`src/cycleAck_defines.svh`:
```
// Timing and address map constants for the bus-cycle termination logic
// Include in any module that needs the ROM delay, timeout or window values
`ifndef CYCLE_ACK_DEFINES_SVH
`define CYCLE_ACK_DEFINES_SVH

// Clock edges from ts sampling to the ROM acknowledge
`define ROM_WAIT_CYCLES 3
// Clock edges from ts sampling to the bus timeout acknowledge
`define BUS_TIMEOUT_CYCLES 32

// ROM window, compared on address bits 31:19
`define ROM_BASE 13'h001F
`define ROM_MASK 13'h1FFF
// CIA window, compared on address bits 31:16
`define CIA_BASE 16'h00BF
`define CIA_MASK 16'hFFFF
// Everything below this address is RAM
`define RAM_LIMIT 32'h0020_0000

`endif

```
`src/cycleAckPkg.sv`:
```
// Types shared by the bus-cycle termination blocks and their testbench
// Modules pull these in with a wildcard import in the module header
`default_nettype none

package cycleAckPkg;

    // CPU address as seen on the 68040 bus
    typedef logic [31:0] busAddrT;

    // Wait counter width used by the ROM delay and the bus timeout
    typedef logic [5:0] waitCountT;

    // Class of the cycle in flight, held from ts until the acknowledge
    typedef enum logic [2:0] {
        SPACE_IDLE,
        SPACE_ROM,
        SPACE_CIA,
        SPACE_RAM,
        SPACE_UNMAPPED
    } spaceT;

    // The CIA responder first waits for the clock high, then for it low
    typedef enum logic {
        CIA_WAIT_HIGH,
        CIA_WAIT_LOW
    } ciaSyncStateT;

endpackage

`default_nettype wire

```
`src/addressDecoder.sv`:
```
// Address decoder for the bus-cycle termination logic
// Samples addr on ts and holds the space class until the cycle is acknowledged
`timescale 1ns/1ps
`default_nettype none

`include "cycleAck_defines.svh"

module addressDecoder import cycleAckPkg::*; (
    input  wire logic    CLK40,
    input  wire logic    nRESET,
    input  wire logic    ts,
    input  wire busAddrT addr,
    input  wire logic    cycleDone,
    output spaceT        space
);

    ////////////////////////////////////////
    // Window compare
    ////////////////////////////////////////

    // Classify one address against the windows from the defines header
    // ROM and CIA are checked ahead of RAM so a window overlap never lands in RAM
    function automatic spaceT decodeSpace(input busAddrT a);
        spaceT result;
        if ((a[31:19] & `ROM_MASK) == `ROM_BASE) begin
            result = SPACE_ROM;
        end else if ((a[31:16] & `CIA_MASK) == `CIA_BASE) begin
            result = SPACE_CIA;
        end else if (a < `RAM_LIMIT) begin
            result = SPACE_RAM;
        end else begin
            result = SPACE_UNMAPPED;
        end
        return result;
    endfunction

    ////////////////////////////////////////
    // Held cycle class
    ////////////////////////////////////////

    // A new cycle is taken from idle, and also from RAM space
    // RAM cycles are ended by the external RAM controller, so no
    // cycleDone ever arrives for them and the next ts must release them
    always_ff @(posedge CLK40 or negedge nRESET) begin
        if (!nRESET) begin
            space <= SPACE_IDLE;
        end else if (cycleDone) begin
            space <= SPACE_IDLE;
        end else if (ts && (space == SPACE_IDLE || space == SPACE_RAM)) begin
            space <= decodeSpace(addr);
        end
    end

endmodule

`default_nettype wire

```
`src/romAckDelay.sv`:
```
// ROM responder for the bus-cycle termination logic
// Delays the transfer acknowledge of a ROM cycle to meet the ROM setup time
// and drives the active-low ROM enable for the length of the cycle
`timescale 1ns/1ps
`default_nettype none

`include "cycleAck_defines.svh"

module romAckDelay import cycleAckPkg::*; (
    input  wire logic  CLK40,
    input  wire logic  nRESET,
    input  wire logic  ts,
    input  wire spaceT space,
    output logic       romAck,
    output logic       nRomEn
);

    // Counter value at which the acknowledge is registered
    // The count starts at zero on the edge that samples ts
    localparam waitCountT ROM_ACK_COUNT = waitCountT'(`ROM_WAIT_CYCLES - 1);

    waitCountT romCount;
    logic      romCycle;

    assign romCycle = (space == SPACE_ROM);

    // The held space is already a register, so the enable follows it directly
    assign nRomEn = ~romCycle;

    ////////////////////////////////////////
    // Setup delay counter
    ////////////////////////////////////////

    // Start at zero on ts, count while the cycle stays in ROM space
    // The count parks at the top so it cannot wrap and fire twice
    always_ff @(posedge CLK40 or negedge nRESET) begin
        if (!nRESET) begin
            romCount <= '0;
            romAck   <= 1'b0;
        end else begin
            if (ts || !romCycle) begin
                romCount <= '0;
            end else if (romCount != '1) begin
                romCount <= romCount + 1'b1;
            end
            // Single-cycle strobe, high during the cycle after edge ROM_WAIT_CYCLES
            romAck <= romCycle && !ts && (romCount == ROM_ACK_COUNT);
        end
    end

endmodule

`default_nettype wire

```
`src/ciaAckSync.sv`:
```
// CIA responder for the bus-cycle termination logic
// Synchronizes the slow CIA clock and acknowledges a CIA cycle only after
// a high-to-low transition of that clock seen during the cycle
`timescale 1ns/1ps
`default_nettype none

module ciaAckSync import cycleAckPkg::*; (
    input  wire logic  CLK40,
    input  wire logic  nRESET,
    input  wire logic  ciaClk,
    input  wire spaceT space,
    input  wire logic  cycleDone,
    output logic       ciaAck
);

    // Two-flop history of the CIA clock, bit 1 is the older sample
    logic [1:0]   ciaHist;
    ciaSyncStateT ciaState;
    logic         ciaCycle;

    assign ciaCycle = (space == SPACE_CIA);

    ////////////////////////////////////////
    // CIA clock synchronizer
    ////////////////////////////////////////

    always_ff @(posedge CLK40 or negedge nRESET) begin
        if (!nRESET) begin
            ciaHist <= 2'b00;
        end else begin
            ciaHist <= {ciaHist[0], ciaClk};
        end
    end

    ////////////////////////////////////////
    // Edge qualifier FSM
    ////////////////////////////////////////

    // The peripheral may only be released at or after a falling CIA clock edge
    // with its chip select active, so a high level has to be seen first
    // inside the cycle before a low level counts
    always_ff @(posedge CLK40 or negedge nRESET) begin
        if (!nRESET) begin
            ciaState <= CIA_WAIT_HIGH;
            ciaAck   <= 1'b0;
        end else begin
            ciaAck <= 1'b0;
            if (cycleDone || !ciaCycle) begin
                ciaState <= CIA_WAIT_HIGH;
            end else begin
                case (ciaState)
                    CIA_WAIT_HIGH: begin
                        if (ciaHist == 2'b11) begin
                            ciaState <= CIA_WAIT_LOW;
                        end
                    end
                    CIA_WAIT_LOW: begin
                        // Low on both samples, so the falling edge is real
                        if (ciaHist == 2'b00) begin
                            ciaAck   <= 1'b1;
                            ciaState <= CIA_WAIT_HIGH;
                        end
                    end
                    default: ciaState <= CIA_WAIT_HIGH;
                endcase
            end
        end
    end

endmodule

`default_nettype wire

```
`src/busTimeout.sv`:
```
// Bus timeout responder for the bus-cycle termination logic
// Ends an access to unmapped space after a fixed number of clocks
// so the CPU never waits forever for an acknowledge
`timescale 1ns/1ps
`default_nettype none

`include "cycleAck_defines.svh"

module busTimeout import cycleAckPkg::*; (
    input  wire logic  CLK40,
    input  wire logic  nRESET,
    input  wire spaceT space,
    input  wire logic  cycleDone,
    output logic       timeoutAck
);

    // The count is zero on the first edge after ts sampling,
    // which puts the strobe after edge BUS_TIMEOUT_CYCLES
    localparam waitCountT TIMEOUT_COUNT = waitCountT'(`BUS_TIMEOUT_CYCLES - 1);

    waitCountT timeoutCount;
    logic      unmappedCycle;

    assign unmappedCycle = (space == SPACE_UNMAPPED);

    ////////////////////////////////////////
    // Timeout counter
    ////////////////////////////////////////

    // Any change away from unmapped space restarts the count from zero
    always_ff @(posedge CLK40 or negedge nRESET) begin
        if (!nRESET) begin
            timeoutCount <= '0;
            timeoutAck   <= 1'b0;
        end else begin
            if (cycleDone || !unmappedCycle) begin
                timeoutCount <= '0;
            end else if (timeoutCount != '1) begin
                timeoutCount <= timeoutCount + 1'b1;
            end
            // One strobe per access, none once the cycle is already ending
            timeoutAck <= unmappedCycle && !cycleDone && (timeoutCount == TIMEOUT_COUNT);
        end
    end

endmodule

`default_nettype wire

```
`src/transferAckMerge.sv`:
```
// Transfer acknowledge merge for the bus-cycle termination logic
// Combines the responder strobes into nTa and nTci with their output enables
// The board pads tristate each pin from its enable
`timescale 1ns/1ps
`default_nettype none

module transferAckMerge import cycleAckPkg::*; (
    input  wire logic  CLK40,
    input  wire logic  nRESET,
    input  wire spaceT space,
    input  wire logic  romAck,
    input  wire logic  ciaAck,
    input  wire logic  timeoutAck,
    output logic       nTa,
    output logic       taEn,
    output logic       nTci,
    output logic       tciEn,
    output logic       cycleDone
);

    logic anyAck;
    logic ackSpace;
    logic ciaCycle;
    // High for the one cycle after an acknowledge, when nTa is driven high
    logic driveHigh;
    // Marks that the acknowledge just given ended a CIA cycle
    logic ciaDone;

    ////////////////////////////////////////
    // Acknowledge and enables
    ////////////////////////////////////////

    // Only one responder is armed per cycle, so a plain OR is enough
    assign anyAck    = romAck | ciaAck | timeoutAck;
    assign cycleDone = anyAck;

    // RAM space is left alone, its controller owns nTa
    assign ackSpace = (space == SPACE_ROM) || (space == SPACE_CIA) ||
                      (space == SPACE_UNMAPPED);
    assign ciaCycle = (space == SPACE_CIA);

    assign nTa  = ~anyAck;
    assign taEn = ackSpace | driveHigh;

    // CIA space is not cacheable, so nTci follows nTa there
    assign nTci  = ciaCycle ? ~anyAck : 1'b1;
    assign tciEn = ciaCycle | ciaDone;

    ////////////////////////////////////////
    // Drive-high cycle
    ////////////////////////////////////////

    // Holding the pins high one more cycle stops a slow rise from
    // ending the next cycle early
    always_ff @(posedge CLK40 or negedge nRESET) begin
        if (!nRESET) begin
            driveHigh <= 1'b0;
            ciaDone   <= 1'b0;
        end else begin
            driveHigh <= anyAck && ackSpace;
            ciaDone   <= anyAck && ciaCycle;
        end
    end

endmodule

`default_nettype wire

```
`src/cycleAckTop.sv`:
```
// Top level of the 68040 bus-cycle termination logic
// Decoder feeds the ROM, CIA and timeout responders, whose strobes are merged
// into the transfer acknowledge and cache-inhibit pins with their enables
`timescale 1ns/1ps
`default_nettype none

module cycleAckTop import cycleAckPkg::*; (
    input  wire logic    CLK40,
    input  wire logic    nRESET,
    input  wire logic    ts,
    input  wire busAddrT addr,
    input  wire logic    ciaClk,
    output logic         nTa,
    output logic         taEn,
    output logic         nTci,
    output logic         tciEn,
    output logic         nRomEn
);

    spaceT space;
    logic  cycleDone;
    logic  romAck;
    logic  ciaAck;
    logic  timeoutAck;

    ////////////////////////////////////////
    // Cycle class
    ////////////////////////////////////////

    addressDecoder u_addressDecoder (
        .CLK40     (CLK40),
        .nRESET    (nRESET),
        .ts        (ts),
        .addr      (addr),
        .cycleDone (cycleDone),
        .space     (space)
    );

    ////////////////////////////////////////
    // Responders
    ////////////////////////////////////////

    romAckDelay u_romAckDelay (
        .CLK40  (CLK40),
        .nRESET (nRESET),
        .ts     (ts),
        .space  (space),
        .romAck (romAck),
        .nRomEn (nRomEn)
    );

    ciaAckSync u_ciaAckSync (
        .CLK40     (CLK40),
        .nRESET    (nRESET),
        .ciaClk    (ciaClk),
        .space     (space),
        .cycleDone (cycleDone),
        .ciaAck    (ciaAck)
    );

    busTimeout u_busTimeout (
        .CLK40      (CLK40),
        .nRESET     (nRESET),
        .space      (space),
        .cycleDone  (cycleDone),
        .timeoutAck (timeoutAck)
    );

    // Pin outputs and the cycleDone strobe back to the decoder
    transferAckMerge u_transferAckMerge (
        .CLK40      (CLK40),
        .nRESET     (nRESET),
        .space      (space),
        .romAck     (romAck),
        .ciaAck     (ciaAck),
        .timeoutAck (timeoutAck),
        .nTa        (nTa),
        .taEn       (taEn),
        .nTci       (nTci),
        .tciEn      (tciEn),
        .cycleDone  (cycleDone)
    );

endmodule

`default_nettype wire

```
`config.mk`:
```
export PLATFORM = sky130hd
export DESIGN_NAME = cycleAckTop
export DESIGN_NICKNAME = d
export VERILOG_FILES = /design/src/cycleAckPkg.sv /design/src/addressDecoder.sv /design/src/romAckDelay.sv /design/src/ciaAckSync.sv /design/src/busTimeout.sv /design/src/transferAckMerge.sv /design/src/cycleAckTop.sv
export VERILOG_INCLUDE_DIRS = /design/src
export SDC_FILE = /design/constraint.sdc
export NUM_CORES = 1
export LEC_CHECK = 0
export BUFFER_PORTS_ARGS = -buffer_cell sky130_fd_sc_hd__buf_2
export CAP_MARGIN = 20
export CORE_MARGIN = 4
export CORE_UTILIZATION = 44
export DETAILED_ROUTE_END_ITERATION = 10
export PLACE_DENSITY_LB_ADDON = 0.1
export SETUP_SLACK_MARGIN = 0.02
export SLEW_MARGIN = 5
export SYNTH_ARGS = -nofsm -noshare
export SYNTH_HDL_FRONTEND = slang
export SYNTH_HIERARCHICAL = 1
export SYNTH_SLANG_ARGS = --single-unit
```
`constraint.sdc`:
```
create_clock -name CLK40 -period 1.65 [get_ports CLK40]
set_clock_uncertainty 0.15 [all_clocks]
set_input_delay 0.0825 -clock CLK40 [delete_from_list [all_inputs] [get_ports CLK40]]
set_output_delay 0.0825 -clock CLK40 [all_outputs]
set_load 0.01 [all_outputs]
```
==> flow_metrics.env, run 1 <==
export IMPL_final_cell_mix="buf_2 (21), dfrtp_1 (21), buf_4 (11)"
export IMPL_p_leak_nw=0.761
export IMPL_synth_top_area_share_pct=46.9
export IMPL_violations="negative setup slack"
export IMPL_core_area_um2=2570
export IMPL_grt_pass1_wl_mm=4.57
export IMPL_critical_path_top_delay_family="simple AND/OR/NAND/NOR gates"
export IMPL_finalCritPeriodShare_pct=109
export IMPL_cp_required_ns=1.72
export IMPL_start_kind="flop"
export IMPL_numCtsBuffers=3
export IMPL_status="complete, but fails checks"
export IMPL_cp_cell_sequence="or3_4 > or4b_4 > nor4b_2"
export IMPL_drtPass1Iterations=4
export IMPL_cp_buffers_inverters=0
export IMPL_num_antenna_cells=0
export IMPL_critPathCaptureType="flop"
export IMPL_antenna_found_initial=0
export IMPL_worstPathMaxFanout=4
export IMPL_r2r_cells=3
export IMPL_fin_tns_setup_ns=-0.795
export IMPL_ys_ff_latch=23
export IMPL_hold_path_end="u_addressDecoder/space[0]"
export IMPL_drive_above_1_share_pct=45.8
export IMPL_critPathSlowestCell="or4b_4"
export IMPL_dieWidth_um=60.8
export IMPL_start_util_pct=47.8
export IMPL_place_gp_congestion=0.776
export IMPL_synth_edff_count=0
export IMPL_r2r_setup_slack_ns=-0.14
export IMPL_ant_nets=0
export IMPL_hp_class="in2reg"
export IMPL_placementRows=18
export IMPL_wl_per_cell_um=14.6
export IMPL_grt_overflow=0
export IMPL_max_freq_mhz=557
export IMPL_ys_types=44
export IMPL_ir_worst_vdd_v=0.000771
export IMPL_crit_type="reg2reg"
export IMPL_syn_to_final_growth_pct=41.7
export IMPL_layout_setup_ws_ns=-0.144
export IMPL_fillers=191
export IMPL_maxCapViolCount=0
export IMPL_drt_iter0_markers=31
export IMPL_r2r_start="u_ciaAckSync/ciaAck"
export IMPL_synth_area_um2=1230
export IMPL_final_max_slew_viol_count=0
export IMPL_rr_endpoint="u_ciaAckSync/ciaAck"
export IMPL_viasPerCell=5.68
export IMPL_slowest_delay_ns=0.51
export IMPL_drc=0
export IMPL_htree_levels=1
export IMPL_cts_sinks=23
export IMPL_async_flop_share_pct=100
export IMPL_port_buffers=24
export IMPL_avgSynthCellArea_um2=10.6
export IMPL_hpwl_mm=2.03
export IMPL_synth_area_leaders="dfrtp_1 (47%), nor3_1 (3.3%), ha_1 (3.1%)"
export IMPL_clockBufferDepth=2
export IMPL_grt_start_max_net_pins=24
export IMPL_die_y_um=60.8
export IMPL_rsz0062_at_grt="yes"
export IMPL_hold_viol=0
export IMPL_final_util_pct=67.7
export IMPL_drt_wl_total_mm=2.87
export IMPL_clk_pin_slew_ns=0.12
export IMPL_arrival_ns=1.86
export IMPL_final_nets=206
export IMPL_p_per_area_nw_per_um2=909
export IMPL_clock_latency_ns=0.31
export IMPL_tightest_slew_ns=0.497
export IMPL_grt_usage_pct=16.4
export IMPL_hp_start="addr[29]"
export IMPL_route_vias_total=1114
export IMPL_setup_viol=13
export IMPL_cts_tree="built"
export IMPL_maxSlewHeadroom_pct=66.9
export IMPL_total_power_mw=1.58
export IMPL_root_buffer="clkbuf_4"
export IMPL_design_die_area_um2=3700
export IMPL_syn_inst=116
export IMPL_ys_flop_type="dfrtp_1"
export IMPL_first_global_vias=1090
export IMPL_synthesis_nets=155
export IMPL_fin_crit_ns=1.79
export IMPL_yosysWarningCount=6
export IMPL_ios=41
export IMPL_yosysTopAreaCell="dfrtp_1"
export IMPL_yosysSeqAreaShare_pct=46.9
export IMPL_worstHoldPathCells=5
[power breakdown]
group	internal (mW)	switching, mW	total [mW]
clock	0.0905	0.171	0.261
sequential	0.621	0.0585	0.680
combinational	0.334	0.304	0.638
total	1.05	0.533	1.58
[worst max-delay path by stage]
stage / startpoint / end / cells past startpoint
4_1_cts: u_ciaAckSync/ciaAck / u_ciaAckSync/ciaAck / 3
5_1_grt: u_ciaAckSync/ciaAck / u_ciaAckSync/ciaAck / 3
2_1_floorplan: u_ciaAckSync/ciaAck / u_ciaAckSync/ciaAck / 3
6_report: u_ciaAckSync/ciaAck / u_ciaAckSync/ciaAck / 3
3_5_place_dp: u_ciaAckSync/ciaAck / u_busTimeout/timeoutCount[2] / 5
3_3_place_gp: u_ciaAckSync/ciaAck / u_busTimeout/timeoutCount[2] / 5
[logic make-up after synthesis]
group                    count (synthesis)  synth area share, %
AND/OR/NAND/NOR                         48                 27.7
AO/OA/AOI/OAI                           31                 18.2
adder cells (fa/ha/maj)                  3                 3.06
buffers and inverters                    9                 2.75
flip-flops                              23                 46.9
XOR/XNOR                                 2                 1.43
[flip-flops by register name, indices dropped and copies added, names as in the netlist]
name and flops:
u_ciaAckSync/ciaHist 2, u_busTimeout/timeoutAck 1, u_transferAckMerge/ciaDone 1, u_busTimeout/timeoutCount 6
u_addressDecoder/space 3, u_ciaAckSync/ciaAck 1, u_ciaAckSync/ciaState 1, u_transferAckMerge/driveHigh 1
u_romAckDelay/romCount 6, u_romAckDelay/romAck 1
[routing by layer]
metal / track usage [%] / vias up / wire length (um)
li1: - / 548 / -
met1: 19.7 / 546 / 1240
met2: 28.9 / 16 / 1510
met3: 3.19 / 4 / 81
met4: 6.19 / 0 / 27
met5: 0 / - / 0
[through the flow]
| stage | cell area [um2] | instances | hold WS (ns) | setup WS [ns] |
|---|---|---|---|---|
| final | 1740 | 196 | 0.00694 | -0.144 |
| after detailed placement | 1460 | 178 | -0.0623 | -0.153 |
| after global routing | 1740 | 196 | 0.00180 | -0.182 |
| after CTS | 1640 | 194 | -0.00425 | -0.152 |
| after global placement | 1460 | 178 | -0.0669 | -0.0897 |
| after floorplan | 1240 | 116 | -0.363 | -0.0819 |
[final cells by class]
type / instances / area, um2 / area share [%]
Clock buffer: 3 / 22.5 / 1.30
Clock inverter: 1 / 5.00 / 0.288
Inverter: 9 / 36.3 / 2.09
Multi-Input combinational cell: 84 / 722 / 41.5
Sequential cell: 23 / 578 / 33.3
Tap cell: 30 / 37.5 / 2.16
Timing Repair Buffer: 46 / 337 / 19.4
[Yosys cell counts, types with 2 or more instances]
cell,instances
nor4b_1,2
ha_1,3
nand4_1,2
inv_1,8
dfrtp_1,23
xnor2_1,2
and2_1,2
nand2_1,8
o21ai_0,6
nor3_1,8
and3_1,3
a211oi_1,3
or4b_1,2
a41o_1,2
or4_4,2
o21a_1,2
a21oi_1,5
nand3_1,3
a31oi_1,5
[timing repair]
action                                  CTS  global route
hold buffers                              7             0
hold endpoints to repair                 28             0
resized for setup                        11            17
endpoints found under the setup margin   13            21
pin swaps                                 1             4
setup buffers                             5             2
[worst register-to-register path, cell delays in order (launching register included)]
cell     delay [ns]
dfrtp_1        0.38
or3_4          0.40
or4b_4         0.51
nor4b_2        0.27
Note: power is estimated with default switching activity, not from simulation.
==> run 2, diff against run 1 <==
--- a/config.mk
+++ b/config.mk
@@ -11,7 +11,7 @@
 export CORE_MARGIN = 4
 export CORE_UTILIZATION = 44
 export DETAILED_ROUTE_END_ITERATION = 10
-export PLACE_DENSITY_LB_ADDON = 0.1
+export PLACE_DENSITY = 0.74
 export SETUP_SLACK_MARGIN = 0.02
 export SLEW_MARGIN = 5
 export SYNTH_ARGS = -nofsm -noshare
==> run 2 against run 1 <==
Net effect: the flow finishes with violations (negative hold slack, negative setup slack); clock power up 2%; die area is the same; final cell count is 2.0% higher; highest routed layer unchanged; sequential cell count stayed put.
==> flow_metrics.env, run 2 (synthesized netlist as in run 1, its figures left out) <==
export IMPL_tightest_slew_ns=0.496
export IMPL_critical_path_top_delay_family="simple AND/OR/NAND/NOR gates"
export IMPL_setup_viol=13
export IMPL_ant_nets=0
export IMPL_cts_tree="built"
export IMPL_fin_area_um2=1800
export IMPL_cp_buffers_inverters=0
export IMPL_die_y_um=60.8
export IMPL_ir_worst_vdd_v=0.000645
export IMPL_reg_top3="u_busTimeout/timeoutCount (6), u_romAckDelay/romCount (6), u_addressDecoder/space (3)"
export IMPL_critPathCaptureType="flop"
export IMPL_final_common_cell="dfrtp_1"
export IMPL_maxCapViolCount=0
export IMPL_syn_to_final_growth_pct=46.9
export IMPL_maxSlewHeadroom_pct=67.0
export IMPL_slowest_delay_ns=0.52
export IMPL_fin_crit_ns=1.83
export IMPL_design_die_area_um2=3700
export IMPL_critPathSlowestCell="or4b_4"
export IMPL_register_area_um2=577
export IMPL_status="complete, but fails checks"
export IMPL_place_gp_congestion=0.894
export IMPL_fin_tns_setup_ns=-1.05
export IMPL_final_cell_mix="dfrtp_1 (22), buf_2 (19), buf_6 (12)"
export IMPL_route_vias_total=1190
export IMPL_layout_setup_ws_ns=-0.181
export IMPL_clockBufferDepth=2
export IMPL_cp_cell_sequence="or3_4 > or4b_4 > nor4b_2"
export IMPL_cp_required_ns=1.73
export IMPL_root_buffer="clkbuf_4"
export IMPL_grt_pass1_wl_mm=5.10
export IMPL_finalCritPeriodShare_pct=111
export IMPL_antenna_found_initial=0
export IMPL_drive_above_1_share_pct=45.9
export IMPL_r2r_setup_slack_ns=-0.18
export IMPL_start_kind="flop"
export IMPL_first_global_vias=1139
export IMPL_viasPerCell=5.95
export IMPL_ios=41
export IMPL_wl_per_cell_um=16.6
export IMPL_crit_type="reg2reg"
export IMPL_grt_overflow=0
export IMPL_worstPathMaxFanout=4
export IMPL_clock_latency_ns=0.31
export IMPL_multi_input_area_um2=731
export IMPL_cts_hold_buf=8
export IMPL_hp_class="in2reg"
export IMPL_rsz0062_at_grt="yes"
export IMPL_max_freq_mhz=546
export IMPL_cts_sinks=23
export IMPL_start_util_pct=47.8
export IMPL_grt_start_max_net_pins=24
export IMPL_violations="negative hold slack, negative setup slack"
export IMPL_total_power_mw=1.66
export IMPL_drtPass1Iterations=4
export IMPL_htree_levels=1
export IMPL_core_area_um2=2570
export IMPL_placementRows=18
export IMPL_num_antenna_cells=0
export IMPL_clk_pin_slew_ns=0.13
export IMPL_numCtsBuffers=3
export IMPL_arrival_ns=1.92
export IMPL_drt_wl_total_mm=3.32
export IMPL_p_per_area_nw_per_um2=921
export IMPL_hpwl_mm=1.99
export IMPL_worst_hold_slack_ns=-0.00893
export IMPL_dieWidth_um=60.8
export IMPL_final_max_slew_viol_count=0
export IMPL_final_nets=210
export IMPL_grt_usage_pct=18.5
export IMPL_placed_cell_area_um2=1470
export IMPL_hold_viol=1
export IMPL_drt_iter0_markers=109
export IMPL_fillers=171
export IMPL_p_leak_nw=0.817
export IMPL_drc=0
export IMPL_port_buffers=24
==> run 2: changes by cell type in the layout (fill, tap and decap cells not counted), sizes merged <==
cell and delta:
dlygate4sd3 +1, buf +3
==> run 2: worst paths after layout <==
check                                        start                         end  depth (start not counted)
min reg2reg                u_ciaAckSync/ciaHist[1]         u_ciaAckSync/ciaAck                          1
min                                       addr[27]   u_addressDecoder/space[0]                          5
min in group asynchronous                   nRESET  u_transferAckMerge/ciaDone                          2
max                        u_busTimeout/timeoutAck         u_ciaAckSync/ciaAck                          3
max in group asynchronous                   nRESET   u_addressDecoder/space[0]                          2
max reg2reg                u_busTimeout/timeoutAck         u_ciaAckSync/ciaAck                          3
==> run 2: power by group <==
part	internal [mW]	switching, mW	total (mW)
registers	0.620	0.0622	0.682
logic	0.389	0.324	0.713
clock network	0.0907	0.174	0.265
total	1.10	0.560	1.66
==> run 2: layout make-up <==
cell class	instances	area share [%]
clock inverters	1	0.278
clock buffers	3	1.25
multi-input cells	84	40.6
inverters	9	2.01
well taps	30	2.08
flip-flops and latches	23	32.0
repair buffers	50	21.8
==> run 2: stage by stage <==
step | worst slack (ns) | std cells | hold slack, ns | utilization [%]
after detailed placement | -0.107 | 179 | -0.0682 | 57.3
after global placement | -0.0724 | 179 | -0.0771 | 57.3
after floorplan | -0.0819 | 116 | -0.363 | -
after CTS | -0.155 | 198 | -0.0133 | 66.5
final | -0.181 | 200 | -0.00893 | 70.2
after global routing | -0.197 | 200 | 0.000196 | 70.2
==> run 2: timing repair <==
item,4_1_cts,5_1_grt
pin swaps,4,12
hold endpoints to repair,28,1
endpoints found under the setup margin,14,20
buffers inserted,7,4
resized for setup,19,14
==> run 2: tightest hold or removal path, cell delays in order <==
cell and delay (ns):
buf_2 0.08, or4_4 0.11, nor2_4 0.04, nand2_1 0.07, a221oi_2 0.06
==> run 2: layer usage <==
metal,vias up,global-route usage (%),share of wire (%)
met2,41,33.0,55
li1,559,-,-
met4,0,6.50,3.0
met5,-,0,0
met1,580,21.7,38
met3,10,4.26,4.4
==> run 3, diff against run 2 <==
--- a/config.mk
+++ b/config.mk
@@ -9,9 +9,9 @@
 export BUFFER_PORTS_ARGS = -buffer_cell sky130_fd_sc_hd__buf_2
 export CAP_MARGIN = 20
 export CORE_MARGIN = 4
-export CORE_UTILIZATION = 44
+export CORE_UTILIZATION = 49
 export DETAILED_ROUTE_END_ITERATION = 10
-export PLACE_DENSITY = 0.74
+export PLACE_DENSITY = 0.78
 export SETUP_SLACK_MARGIN = 0.02
 export SLEW_MARGIN = 5
 export SYNTH_ARGS = -nofsm -noshare
==> constraint.sdc (replaced) <==
create_clock -name CLK40 -period 1.8 [get_ports CLK40]
set_clock_uncertainty 0.15 [all_clocks]
set_input_delay 0.09 -clock CLK40 [delete_from_list [all_inputs] [get_ports CLK40]]
set_output_delay 0.09 -clock CLK40 [all_outputs]
set_load 0.01 [all_outputs]
==> run 3 against run 2 <==
Net effect: the run now ends clean; maximum frequency grew 2.9%; first-iteration DRC count is 56% lower; non-clock buffer count shrank 7; core utilization increased by 0.30 points; sequential power decreased by 9.5%; setup slack gained 0.20 ns; critical path depth stayed put; die area decreased by 8.9%; sequential cell count is the same; worst hold slack better by 0.020 ns; final cell count shrank 4.5%; clock-buffer cell count did not move; critical endpoint is now u_busTimeout/timeoutCount[3]; largest cell class unchanged; highest routed layer unchanged.
==> flow_metrics.env, run 3 (synthesized netlist as in run 1, its figures left out) <==
export IMPL_status="completed"
export IMPL_wl_per_cell_um=16.0
export IMPL_core_area_um2=2300
export IMPL_slowest_delay_ns=0.54
export IMPL_viasPerCell=5.97
export IMPL_start_util_pct=53.4
export IMPL_ios=41
export IMPL_hp_start="addr[26]"
export IMPL_root_buffer="clkbuf_4"
export IMPL_grt_usage_pct=19.7
export IMPL_cp_cell_sequence="or3_4 > or4b_4 > a211oi_1"
export IMPL_hold_viol=0
export IMPL_cp_buffers_inverters=0
export IMPL_stdcell_count=191
export IMPL_finalCritPeriodShare_pct=98.8
export IMPL_placed_cell_area_um2=1420
export IMPL_final_cell_mix="buf_2 (24), dfrtp_1 (21), dlygate4sd3_1 (9), buf_4 (9)"
export IMPL_maxCapViolCount=0
export IMPL_drtPass1Iterations=4
export IMPL_ant_nets=0
export IMPL_rsz0062_at_grt="yes"
export IMPL_port_buffers=24
export IMPL_total_power_mw=1.40
export IMPL_critical_path_top_delay_family="simple AND/OR/NAND/NOR gates"
export IMPL_clockBufferDepth=2
export IMPL_arrival_ns=1.86
export IMPL_dpl_cell_count=173
export IMPL_htree_levels=1
export IMPL_final_max_slew_viol_count=0
export IMPL_p_leak_nw=0.717
export IMPL_grt_start_max_net_pins=24
export IMPL_grt_pass1_wl_mm=5.11
export IMPL_critPathSlowestCell="or4b_4"
export IMPL_crit_type="reg2reg"
export IMPL_cp_required_ns=1.88
export IMPL_tightest_slew_ns=0.508
export IMPL_worstSetupStartpoint="u_ciaAckSync/ciaAck"
export IMPL_drive_above_1_share_pct=36.8
export IMPL_cts_tree="built"
export IMPL_worst_hold_slack_ns=0.0111
export IMPL_design_die_area_um2=3370
export IMPL_cts_sinks=23
export IMPL_setup_viol=0
export IMPL_ir_worst_vdd_v=0.000669
export IMPL_route_vias_total=1141
export IMPL_place_gp_congestion=0.780
export IMPL_max_freq_mhz=562
export IMPL_fin_area_um2=1620
export IMPL_final_nets=203
export IMPL_worstPathMaxFanout=5
export IMPL_die_y_um=58.0
export IMPL_drc=0
export IMPL_drt_wl_total_mm=3.06
export IMPL_syn_to_final_growth_pct=32.0
export IMPL_dieWidth_um=58.0
export IMPL_final_common_cell="buf_2"
export IMPL_p_per_area_nw_per_um2=867
export IMPL_start_kind="flop"
export IMPL_hp_class="in2reg"
export IMPL_placementRows=17
export IMPL_clock_latency_ns=0.31
export IMPL_first_global_vias=1171
export IMPL_clk_pin_slew_ns=0.13
export IMPL_r2r_start="u_ciaAckSync/ciaAck"
export IMPL_num_antenna_cells=0
export IMPL_fin_tns_setup_ns=0
export IMPL_grt_overflow=0
export IMPL_critPathCaptureType="flop"
export IMPL_fin_crit_ns=1.78
export IMPL_maxSlewHeadroom_pct=66.1
export IMPL_drt_iter0_markers=48
export IMPL_antenna_found_initial=0
export IMPL_numCtsBuffers=3
export IMPL_hpwl_mm=2.11
export IMPL_reg_top3="u_busTimeout/timeoutCount (6), u_romAckDelay/romCount (6), u_addressDecoder/space (3)"
==> run 3: changes by cell type in the layout (fill, tap and decap cells not counted), moves of 2 or more <==
cell | previous run | this run
buf_2 | 19 | 24
buf_4 | 11 | 9
buf_6 | 12 | 1
nor3_1 | 3 | 6
nor3_2 | 5 | 2
xnor2_1 | 0 | 2
xnor2_2 | 2 | 0
==> run 3: worst paths after layout <==
path                                                     end  slack [ns]  cells past startpoint
worst max-delay path            u_busTimeout/timeoutCount[3]        0.02                      3
worst min-delay path               u_addressDecoder/space[0]        0.01                      5
worst max register to register  u_busTimeout/timeoutCount[3]        0.02                      3
worst min register to register           u_ciaAckSync/ciaAck        0.31                      1
max in group asynchronous          u_addressDecoder/space[1]        1.02                      2
min in group asynchronous       u_busTimeout/timeoutCount[5]        0.11                      2
==> run 3: cell type report <==
cell class | count | area [um2]
fillers | 165 | 678
multi-input cells | 84 | 656
flip-flops and latches | 23 | 578
repair buffers | 43 | 289
well taps | 28 | 35.0
inverters | 9 | 33.8
clock buffers | 3 | 22.5
clock inverters | 1 | 5.00
==> run 3: report_power, final <==
group / switching, mW / total (mW) / internal [mW]
combinational: 0.260 / 0.546 / 0.287
sequential: 0.0492 / 0.617 / 0.567
clock: 0.157 / 0.240 / 0.0831
total: 0.466 / 1.40 / 0.937
==> run 3: tightest hold or removal path: cells and delay by family <==
family / cells / cell delay [ns]
AO/OA/AOI/OAI: 1 / 0.06
buffers and inverters: 1 / 0.07
AND/OR/NAND/NOR: 3 / 0.22
==> run 3: repair_timing <==
action,in CTS,in global routing
hold endpoints to repair,28,0
buffers inserted,1,4
pin swaps,0,1
hold buffers,9,0
resized for setup,2,8
endpoints found under the setup margin,3,7
==> run 3: metal layers <==
metal  wire length (um)  global-route usage (%)  share of wire, %  vias up
li1                   -                       -                 -      539
met1               1150                    21.2                38      553
met2               1690                    35.3                55       43
met3                156                    5.57               5.1        6
met4                 54                    8.94               1.8        0
met5                  0                       0                 0        -
==> run 3: stage by stage <==
step | util [%] | setup WS, ns
finish | 70.5 | 0.0210
global route | 70.5 | 0.00158
CTS | 67.5 | 0.00426
detailed placement | 61.8 | 0.0296
global placement | 61.8 | 0.0295
floorplan | - | 0.0544
